File: src/design/seg7_defines.svh
/*
  seven-segment display build constants
  position count and scan tick divisor shared by the
  package, the tick generator and the scanner
*/

`ifndef SEG7_DEFINES_SVH
`define SEG7_DEFINES_SVH

// ------------------------------------------------------------
// display geometry
// ------------------------------------------------------------

// sign position plus three decimal digits
`define SEG7_NUM_DIGITS 4

// ------------------------------------------------------------
// scan timing
// ------------------------------------------------------------

// clk_1000hz cycles per scan tick, any value of 1 or more
`define SEG7_SCAN_DIV 4
// tick counter width, large enough to hold SEG7_SCAN_DIV
`define SEG7_SCAN_CNT_W ($clog2((`SEG7_SCAN_DIV) + 1))

`endif

File: src/design/seg7_pkg.sv
/*
  seven-segment display types
  digit codes, segment patterns, anode select and the
  digit array passed from converter to scanner
*/

`include "seg7_defines.svh"

package seg7_pkg;

  // ------------------------------------------------------------
  // digit codes
  // ------------------------------------------------------------

  // numerals keep their binary value, glyphs sit above 9
  typedef enum logic [3:0] {
    DIG_0     = 4'd0,
    DIG_1     = 4'd1,
    DIG_2     = 4'd2,
    DIG_3     = 4'd3,
    DIG_4     = 4'd4,
    DIG_5     = 4'd5,
    DIG_6     = 4'd6,
    DIG_7     = 4'd7,
    DIG_8     = 4'd8,
    DIG_9     = 4'd9,
    DIG_MINUS = 4'd10,
    DIG_BLANK = 4'd15
  } digit_code_t;

  // {g, f, e, d, c, b, a}, a zero lights the segment
  typedef logic [6:0] seg_t;

  // one bit per position, a zero enables that digit
  typedef logic [`SEG7_NUM_DIGITS-1:0] anode_t;

  // index 0 is units, top index is the sign position
  typedef digit_code_t [`SEG7_NUM_DIGITS-1:0] digit_array_t;

endpackage

File: src/design/digit_bus_if.sv
/*
  digit bus
  four digit codes plus a one-cycle update strobe,
  converter drives, scanner latches on the strobe
*/

`timescale 1ns/1ps

interface digit_bus_if import seg7_pkg::*; ();

  // codes for all positions, valid while upd is high
  digit_array_t digits;
  // single-cycle publish strobe, never back-pressured
  logic         upd;

  // converter side
  modport src (
    output digits,
    output upd
  );

  // scanner side
  modport dst (
    input  digits,
    input  upd
  );

endinterface

File: src/design/digit_scanner.sv
/*
  digit scanner
  holds the displayed codes, steps the active position on each
  scan tick and decodes that position onto shared segment lines
*/

`timescale 1ns/1ps

`include "seg7_defines.svh"

module digit_scanner import seg7_pkg::*; (
  input  logic     clk_1000hz,
  input  logic     rst_i,
  input  logic     tick_i,
  digit_bus_if.dst bus,
  output anode_t   an_o,
  output seg_t     seg_o
);

  localparam int unsigned POS_W = $clog2(`SEG7_NUM_DIGITS);
  // scan starts at the sign position
  localparam logic [POS_W-1:0] POS_TOP = POS_W'(`SEG7_NUM_DIGITS - 1);

  digit_array_t     digits_q;
  logic [POS_W-1:0] pos_q;
  digit_code_t      cur_code;

  // ------------------------------------------------------------
  // held digits
  // ------------------------------------------------------------

  // blank after reset so the display is dark
  always_ff @(posedge clk_1000hz or negedge rst_i) begin
    if (!rst_i) begin
      digits_q <= {`SEG7_NUM_DIGITS{DIG_BLANK}};
    end else if (bus.upd) begin
      digits_q <= bus.digits;
    end
  end

  // ------------------------------------------------------------
  // position counter
  // ------------------------------------------------------------

  // counts down 3, 2, 1, 0 then wraps to 3
  always_ff @(posedge clk_1000hz or negedge rst_i) begin
    if (!rst_i) begin
      pos_q <= POS_TOP;
    end else if (tick_i) begin
      pos_q <= pos_q - 1'b1;
    end
  end

  // one-hot active low, position 3 is the leftmost anode
  assign an_o = ~(anode_t'(1) << pos_q);

  // ------------------------------------------------------------
  // glyph decode
  // ------------------------------------------------------------

  assign cur_code = digits_q[pos_q];

  // {g, f, e, d, c, b, a}, zero lights
  always_comb begin
    case (cur_code)
      DIG_0:     seg_o = 7'b1000000;
      DIG_1:     seg_o = 7'b1111001;
      DIG_2:     seg_o = 7'b0100100;
      DIG_3:     seg_o = 7'b0110000;
      DIG_4:     seg_o = 7'b0011001;
      DIG_5:     seg_o = 7'b0010010;
      DIG_6:     seg_o = 7'b0000010;
      DIG_7:     seg_o = 7'b1111000;
      DIG_8:     seg_o = 7'b0000000;
      DIG_9:     seg_o = 7'b0010000;
      // middle bar only
      DIG_MINUS: seg_o = 7'b0111111;
      // blank and unused codes
      default:   seg_o = 7'b1111111;
    endcase
  end

endmodule

File: src/design/scan_tick_gen.sv
/*
  scan tick generator
  modulo counter on clk_1000hz, one enable pulse
  every SEG7_SCAN_DIV cycles
*/

`timescale 1ns/1ps

`include "seg7_defines.svh"

module scan_tick_gen (
  input  logic clk_1000hz,
  input  logic rst_i,
  output logic tick_o
);

  localparam int unsigned CNT_W = `SEG7_SCAN_CNT_W;
  // terminal count
  localparam logic [CNT_W-1:0] CNT_LAST = CNT_W'(`SEG7_SCAN_DIV - 1);

  logic [CNT_W-1:0] cnt_q;

  // wrap at CNT_LAST, tick registered on the wrap edge
  always_ff @(posedge clk_1000hz or negedge rst_i) begin
    if (!rst_i) begin
      cnt_q  <= '0;
      tick_o <= 1'b0;
    end else if (cnt_q == CNT_LAST) begin
      cnt_q  <= '0;
      tick_o <= 1'b1;
    end else begin
      cnt_q  <= cnt_q + 1'b1;
      tick_o <= 1'b0;
    end
  end

endmodule

File: src/design/seg7_display_top.sv
/*
  seven-segment display top
  signed 8-bit value in by valid/ready, four multiplexed
  common-anode digits out on active-low anode and segment lines
*/

`timescale 1ns/1ps

module seg7_display_top import seg7_pkg::*; (
  input  logic              clk_1000hz,
  input  logic              rst_i,
  input  logic signed [7:0] value_i,
  input  logic              value_valid_i,
  output logic              value_ready_o,
  output anode_t            an_o,
  output seg_t              seg_o
);

  // converter to scanner
  digit_bus_if bus_if ();

  // scan enable pulse
  logic scan_tick;

  signed_bcd_converter conv_i (
    .clk_1000hz    (clk_1000hz),
    .rst_i         (rst_i),
    .value_i       (value_i),
    .value_valid_i (value_valid_i),
    .value_ready_o (value_ready_o),
    .bus           (bus_if.src)
  );

  scan_tick_gen tick_i (
    .clk_1000hz (clk_1000hz),
    .rst_i      (rst_i),
    .tick_o     (scan_tick)
  );

  digit_scanner scan_i (
    .clk_1000hz (clk_1000hz),
    .rst_i      (rst_i),
    .tick_i     (scan_tick),
    .bus        (bus_if.dst),
    .an_o       (an_o),
    .seg_o      (seg_o)
  );

endmodule

File: src/design/signed_bcd_converter.sv
/*
  signed value to display digits
  accepts an 8-bit signed value over valid/ready, counts hundreds
  and tens by repeated subtraction, then publishes sign and digits
  with leading zeros blanked through a one-cycle strobe
*/

`timescale 1ns/1ps

module signed_bcd_converter import seg7_pkg::*; (
  input  logic              clk_1000hz,
  input  logic              rst_i,
  input  logic signed [7:0] value_i,
  input  logic              value_valid_i,
  output logic              value_ready_o,
  digit_bus_if.src          bus
);

  typedef enum logic [1:0] {
    ST_IDLE = 2'd0,
    ST_HUND = 2'd1,
    ST_TENS = 2'd2
  } conv_state_t;

  conv_state_t state_q;

  // working remainder and digit counters
  logic [7:0]  rem_q;
  logic [3:0]  hund_q;
  logic [3:0]  tens_q;
  digit_code_t sign_q;

  logic        take;
  logic        sub_h;
  logic        sub_t;
  logic        done;
  logic [7:0]  mag_in;
  digit_code_t hund_code;
  digit_code_t tens_code;
  digit_code_t unit_code;

  // ------------------------------------------------------------
  // step decisions
  // ------------------------------------------------------------

  always_comb begin
    take  = value_valid_i && value_ready_o;
    // hundreds first, only while in the hundreds phase
    sub_h = (state_q == ST_HUND) && (rem_q >= 8'd100);
    // tens once hundreds are exhausted, may start from ST_HUND
    sub_t = (state_q != ST_IDLE) && !sub_h && (rem_q >= 8'd10);
    // remainder under ten is the units digit
    done  = (state_q != ST_IDLE) && (rem_q < 8'd10);
  end

  // magnitude, -128 wraps to 8'h80 which reads as 128 unsigned
  assign mag_in = value_i[7] ? 8'(-value_i) : 8'(value_i);

  // leading zero blanking
  always_comb begin
    hund_code = (hund_q == 4'd0) ? DIG_BLANK : digit_code_t'(hund_q);
    if ((hund_q == 4'd0) && (tens_q == 4'd0)) begin
      tens_code = DIG_BLANK;
    end else begin
      tens_code = digit_code_t'(tens_q);
    end
    unit_code = digit_code_t'(rem_q[3:0]);
  end

  // ------------------------------------------------------------
  // control
  // ------------------------------------------------------------

  always_ff @(posedge clk_1000hz or negedge rst_i) begin
    if (!rst_i) begin
      state_q       <= ST_IDLE;
      value_ready_o <= 1'b1;
      bus.upd       <= 1'b0;
    end else begin
      // strobe lasts one cycle
      bus.upd <= done;
      if (take) begin
        state_q       <= ST_HUND;
        value_ready_o <= 1'b0;
      end else if (done) begin
        // ready comes back together with the strobe
        state_q       <= ST_IDLE;
        value_ready_o <= 1'b1;
      end else if (sub_t) begin
        state_q <= ST_TENS;
      end
    end
  end

  // ------------------------------------------------------------
  // datapath
  // ------------------------------------------------------------

  always_ff @(posedge clk_1000hz) begin
    if (take) begin
      rem_q  <= mag_in;
      hund_q <= 4'd0;
      tens_q <= 4'd0;
      sign_q <= value_i[7] ? DIG_MINUS : DIG_BLANK;
    end else if (sub_h) begin
      rem_q  <= rem_q - 8'd100;
      hund_q <= hund_q + 4'd1;
    end else if (sub_t) begin
      rem_q  <= rem_q - 8'd10;
      tens_q <= tens_q + 4'd1;
    end
    // publish alongside the strobe
    if (done) begin
      bus.digits[3] <= sign_q;
      bus.digits[2] <= hund_code;
      bus.digits[1] <= tens_code;
      bus.digits[0] <= unit_code;
    end
  end

endmodule

File: config.mk
export PLATFORM = sky130hd
export DESIGN_NAME = seg7_display_top
export DESIGN_NICKNAME = d
export VERILOG_FILES = /design/src/design/seg7_pkg.sv /design/src/design/digit_bus_if.sv /design/src/design/digit_scanner.sv /design/src/design/scan_tick_gen.sv /design/src/design/seg7_display_top.sv /design/src/design/signed_bcd_converter.sv
export VERILOG_INCLUDE_DIRS = /design/src /design/src/design
export SDC_FILE = /design/constraint.sdc
export NUM_CORES = 1
export LEC_CHECK = 0
export ABC_CLOCK_PERIOD_IN_PS = 3900
export BUFFER_PORTS_ARGS = -buffer_cell sky130_fd_sc_hd__buf_2
export CORE_UTILIZATION = 33
export DETAILED_ROUTE_END_ITERATION = 8
export PLACE_DENSITY = 0.54
export SLEW_MARGIN = 30
export SYNTH_ARGS = -nofsm -noshare
export SYNTH_HDL_FRONTEND = slang
export SYNTH_HIERARCHICAL = 1
export SYNTH_SLANG_ARGS = --single-unit
File: constraint.sdc
create_clock -name clk_1000hz -period 3.9 [get_ports clk_1000hz]
set_input_delay 0.585 -clock clk_1000hz [delete_from_list [all_inputs] [get_ports clk_1000hz]]
set_output_delay 0.585 -clock clk_1000hz [all_outputs]
set_load 0.02 [all_outputs]
# [Word level (Yosys, flattened, before mapping)]
# Memory sizes are Yosys's and may differ from the RTL's.
# Cells that the tools add are included.
[word_totals] latch_bits=0 out_inout_bits=12 regBits=62 memories=1 inputBits=11 wordCells=63 mem_bits_rw=0 mem_bits_ro=112
[classes] n_eq_ne=2 n_mul=0 bitwise_logic=2 div_mod_pow=0 magnitude_cmp=4 shifts=1 n_mux=14 n_addsub=7 reduce_logical=14
[mem_list] memory="(no name shown)" depth=16 word_bits=7 read_ports=1 rd_clocked_by_memory_dff=0 write_ports=0 line_no="digit_scanner.sv:65" source="case (cur_code)"
[ops] cell="$mux 8" n=4
[ops] cell="$add 4x1->4 const B" n=2
[ops] cell="$bmux 4 s2" n=1
[ops] cell="$ge 8x4->1 const B" n=1
[ops] cell="$ge 8x7->1 const B" n=1
[ops] cell="$logic_not 4->1" n=2
[ops] cell="$lt 8x4->1 const B" n=1
[ops] cell="$neg 8->8" n=1
[ops] cell="$sub 8x4->8 const B" n=1
[ops] cell="$sub 8x7->8 const B" n=1
[ops] cell="$logic_and 1x1->1" n=6
[ops] cell="$mux 2" n=3
[ops] cell="$mux 3" n=2
[ops] cell="$reduce_bool 3->1" n=2
[ops] cell="$mux 4" n=1
[ops] cell="$not 4->4" n=1
[ops] cell="$reduce_bool 2->1" n=2
[ops] cell="$shl 1x2->4 const A" n=1
[ops] cell="$add 3x1->3 const B" n=1
[ops] cell="$eq 3x2->1 const B" n=1
[ops] cell="$lt 2x3->1 const B" n=1
[ops] cell="$mux 1" n=3
[ops] cell="$eq 2x1->1 const B" n=1
[ops] cell="$reduce_and 2->1" n=1
[ops] cell="3 further kinds" n=3

# [Longest topological paths before layout]
[depth] depth_word=8 mapped_depth=8 depth_no_buf=7

# [Modules after synthesis]
# Netlist, hierarchy kept.
[by_module_without_submodules] module="signed_bcd_converter" cells_per_inst=176 area_each_um2=1868.0 n_inst=1 seq_area_each_um2=922.1
[by_module_without_submodules] module="digit_scanner" cells_per_inst=89 area_each_um2=1144.8 n_inst=1 seq_area_each_um2=473.0
[by_module_without_submodules] module="scan_tick_gen" cells_per_inst=9 area_each_um2=147.6 n_inst=1 seq_area_each_um2=100.1

# [Worst setup path after synthesis]
# No wires, ideal clock.
[synth_timing] kind="register to output" start="reg scan_i.pos_q[0]" end="out seg_o[3]" arrival_ps=2233 stages_incl_launch_ff=7 path_slack_ps=1082 cell_sequence="dfstp_2 -> buf_6 -> mux4_1 -> inv_1 -> ha_1 -> or2b_1 -> a21oi_1"
[synth_via] elab_chain_cells=3
[synth_lines] item="start, declared" line_no="digit_scanner.sv:25" source="logic [POS_W-1:0] pos_q;"
[synth_lines] item="start signal, assigned" line_no="digit_scanner.sv:50" source="pos_q <= pos_q - 1'b1;"
[synth_lines] item="$bmux 4 s2" line_no="digit_scanner.sv:61" source="assign cur_code = digits_q[pos_q];"
[synth_lines] item="$mux 4 (not written as such)" line_no="digit_scanner.sv:61"
[synth_lines] item="$mem_v2 16x7"
[synth_lines] item="end, declared" line_no="seg7_display_top.sv:16" source="output seg_t seg_o"
# Every way passes these cells. The select of a mux whose other input is x is not followed.

# [Worst setup path in the final report]
# Same ends and word-level chain as after synthesis.

==> flow_summary_export.csv <==
group,metric,value,unit
finish,final_util,0.380,
timing,setup_tns,0,ns
power,ir_worst_vdd,0.000259,V
timing,slew_headroom,0.578,
global_routing,grt_pass1_vias,1892,
setup_path,critPathMaxFanout,8,
detailed_routing,dr_total_vias,1955,
power,power_switching,0.000976,W
timing,min_period_over_period,0.806,
timing,period_minus_slack,3.14,ns
logic_synthesis,yosysWarningCount,6,
finish,syn_to_final_growth,11.0,%
timing,rsz0062_at_grt,"false",
logic_synthesis,synth_top_area_frac,0.209,
floorplanning,num_io_pins,23,
finish,nets,329,
setup_path,reg2regPathDepth,6,
floorplanning,die_y,99.9,um
setup_path,path_cells,"mux4_1 > inv_1 > ha_1 > or2b_1 > a21oi_1 > buf_2",
cts,h-tree-depth,2,
logic_synthesis,postSynthAreaPerCell,11.5,um^2
logic_synthesis,ys_top_cells_by_count,"nor2_1 (26), inv_1 (24), edfxtp_1 (22)",
timing,hold_violations,0,
finish,nFillCells,932,
hold_path,hold_class,"in2async",
timing,skew,0.00950,ns
finish,drive_gt1_frac,0.285,
global_routing,grtUsageTotal,0.114,
logic_synthesis,synth_largest_area_cell,"edfxtp_1",
floorplanning,core,9240,um^2
power,clock_power_share,0.158,
detailed_routing,ant_nets,0,
logic_synthesis,synthFlopType,"edfxtp_1",
global_routing,grt_first_pass_wirelength,9.01,mm
floorplanning,dieArea,9970,um^2
global_routing,antenna_found_initial,0,
logic_synthesis,yosys.cell_count.top_type,"nor2_1",
global_routing,gr-total-overflow,0,
finish,antennaDiodeCount,0,
logic_synthesis,syn_area,3160,um^2
detailed_routing,initialDrtViolationCount,50,
floorplanning,die_x,99.9,um
timing,final-setup-viol-count,0,
power,power_density,754,nW/um^2
logic_synthesis,yosysSeqAreaShare,0.473,
cts,cts_hold_buffers,0,
place,place.gp.congestion,0.785,
cts,ctsLongestPathBuffers,2,
cts,post_cts_buffers,0,
power,seqPwrFrac,0.420,
cts,cts_resized,0,
timing,whs,0.268,ns
cts,clk_pin_slew,0.10,ns
detailed_routing,via_per_inst,4.58,
cts,clockRootBuffer,"clkbuf_8",
finish,multi_input_area,1510,um^2
setup_path,critPathRequiredTime,3.31,ns
logic_synthesis,ys_async_sr_fraction,0.464,
setup_path,start_kind,"register",
logic_synthesis,synth_area_leaders,"edfxtp_1 (21%), dfstp_2 (16%), ha_1 (8.3%)",
setup_path,cp_num_cells,6,
power,p_leak,1.43,nW
logic_synthesis,ys_types,58,
run,cap_violations,0,
cts,cts.sinks,56,
setup_path,critPathArrivalTime,2.56,ns
setup_path,path_buf_inv,2,
detailed_routing,drt-pass1-iter-count,4,
power,swShare,0.369,
power,total_power,0.00265,W
detailed_routing,routedWlPerCell,12.5,um
finish,regArea,1500,um^2
place,dpl.hpwl,4.07,mm
timing,slew_viol_final,0,
detailed_routing,wirelength,5.36,mm
cts,cts_buffers,5,
cts,cts_tree,"built",
setup_path,path_class,"reg2out",
run_status,status,"complete, no violations",
power,p_int,0.00167,W
power,p_comb_frac,0.422,
cts,clkLatencyLatePin,0.31,ns
place,portBuffers,22,
timing,worst_slew_pin_slew,0.632,ns
setup_path,cp-end-kind,"output pin",
global_routing,grt_max_degree,27,
setup_path,worst_path_max_delay_cell,"mux4_1",
logic_synthesis,ys_ff_latch,56,
floorplanning,rows,35,
floorplanning,start_util,0.342,
detailed_routing,drcViolationCount,0,
logic_synthesis,synthCells,274,
logic_synthesis,synth_edf_count,22,
setup_path,cp_top_family,"multiplexers",
setup_path,critPathMaxStageDelay,0.66,ns
timing,fmax,318,MHz
## cells in the final DEF (no fill, tap or decap), types with 4 or more instances in the layout
cell,synthesis,layout
nor2_1,26,26
o21ai_1,6,6
ha_1,21,21
a21oi_1,14,14
xnor2_1,11,11
inv_1,24,24
nand2b_1,7,7
buf_2,1,22
xor2_1,8,8
nand2_1,12,12
clkbuf_8,0,5
dfxtp_1,8,8
mux2i_1,6,6
mux2_2,16,16
dfstp_2,19,19
mux4_2,4,4
edfxtp_1,22,22
dfrtp_1,7,7
## flip-flops by register name, summed over array words and instances, names as in the netlist
signal	count
scan_i/digits_q	16
conv_i/bus.digits	13
conv_i/rem_q	8
conv_i/hund_q	4
conv_i/tens_q	4
tick_i/cnt_q	3
conv_i/state_q	2
scan_i/pos_q	2
conv_i/bus.upd	1
conv_i/sign_q	1
conv_i/value_ready_o	1
tick_i/tick_o	1
## metrics by stage
stage / cell area [um^2] / worst slack, ns / cells
finish: 3510 / 0.755 / 427
global route: 3510 / 0.622 / 427
detailed placement: 3380 / 1.07 / 419
floorplan: 3160 / 1.08 / 275
global placement: 3380 / 1.10 / 419
CTS: 3510 / 0.715 / 427
## cells by family (layout without fill, tap and decap cells)
| group | Yosys count | in the layout | synth area share |
|---|---|---|---|
| AO/OA/AOI/OAI | 39 | 39 | 0.0820 |
| XOR/XNOR | 19 | 19 | 0.0527 |
| adder cells (fa/ha/maj) | 21 | 21 | 0.0831 |
| buffers and inverters | 34 | 57 | 0.0515 |
| flip-flops | 56 | 56 | 0.473 |
| multiplexers | 27 | 27 | 0.113 |
| other | 1 | 2 | 0.00119 |
| AND/OR/NAND/NOR | 77 | 77 | 0.144 |
## worst reg2reg max path: stages (launching register included)
cell,delay (ns)
edfxtp_1,0.50
inv_1,0.15
ha_1,0.26
nand2b_4,0.09
o311a_4,0.40
or2_4,0.27
o21bai_1,0.29
## power groups by stage
stage / Clock (W) / Combinational, W / Sequential, W
after floorplan: 0 / 0.000912 / 0.00106
after global placement: 0 / 0.00111 / 0.00112
after detailed placement: 0 / 0.00112 / 0.00113
after CTS: 0.000433 / 0.00113 / 0.00112
after global routing: 0.000454 / 0.00124 / 0.00114
final: 0.000418 / 0.00112 / 0.00111
## routing by layer
| layer | vias up | routed length (um) | track usage |
|---|---|---|---|
| met5 | - | 0 | 0 |
| met4 | 0 | 78 | 0.0419 |
| met3 | 7 | 188 | 0.0251 |
| met2 | 41 | 2440 | 0.182 |
| met1 | 918 | 2650 | 0.151 |
| li1 | 989 | - | - |
## final timing paths
path	endpoint	slack [ns]	startpoint
min in group clk_1000hz	tick_i/cnt_q[0]	0.45	tick_i/cnt_q[0]
worst min register to register	tick_i/cnt_q[0]	0.45	tick_i/cnt_q[0]
worst max register to register	conv_i/rem_q[4]	1.66	conv_i/rem_q[2]
worst min-delay path	conv_i/state_q[1]	0.27	rst_i
max in group asynchronous	scan_i/pos_q[1]	3.25	rst_i
worst max-delay path	seg_o[3]	0.76	scan_i/pos_q[0]
## area by class of cell
type	count	share of cell area
clock buffer	7	0.0278
clock inverter	1	0.00856
inverter	25	0.0267
multi-input combinational	185	0.429
sequential	56	0.426
tap	129	0.0460
timing repair buffer	24	0.0357
No activity file was read; power rests on OpenSTA's default activity.
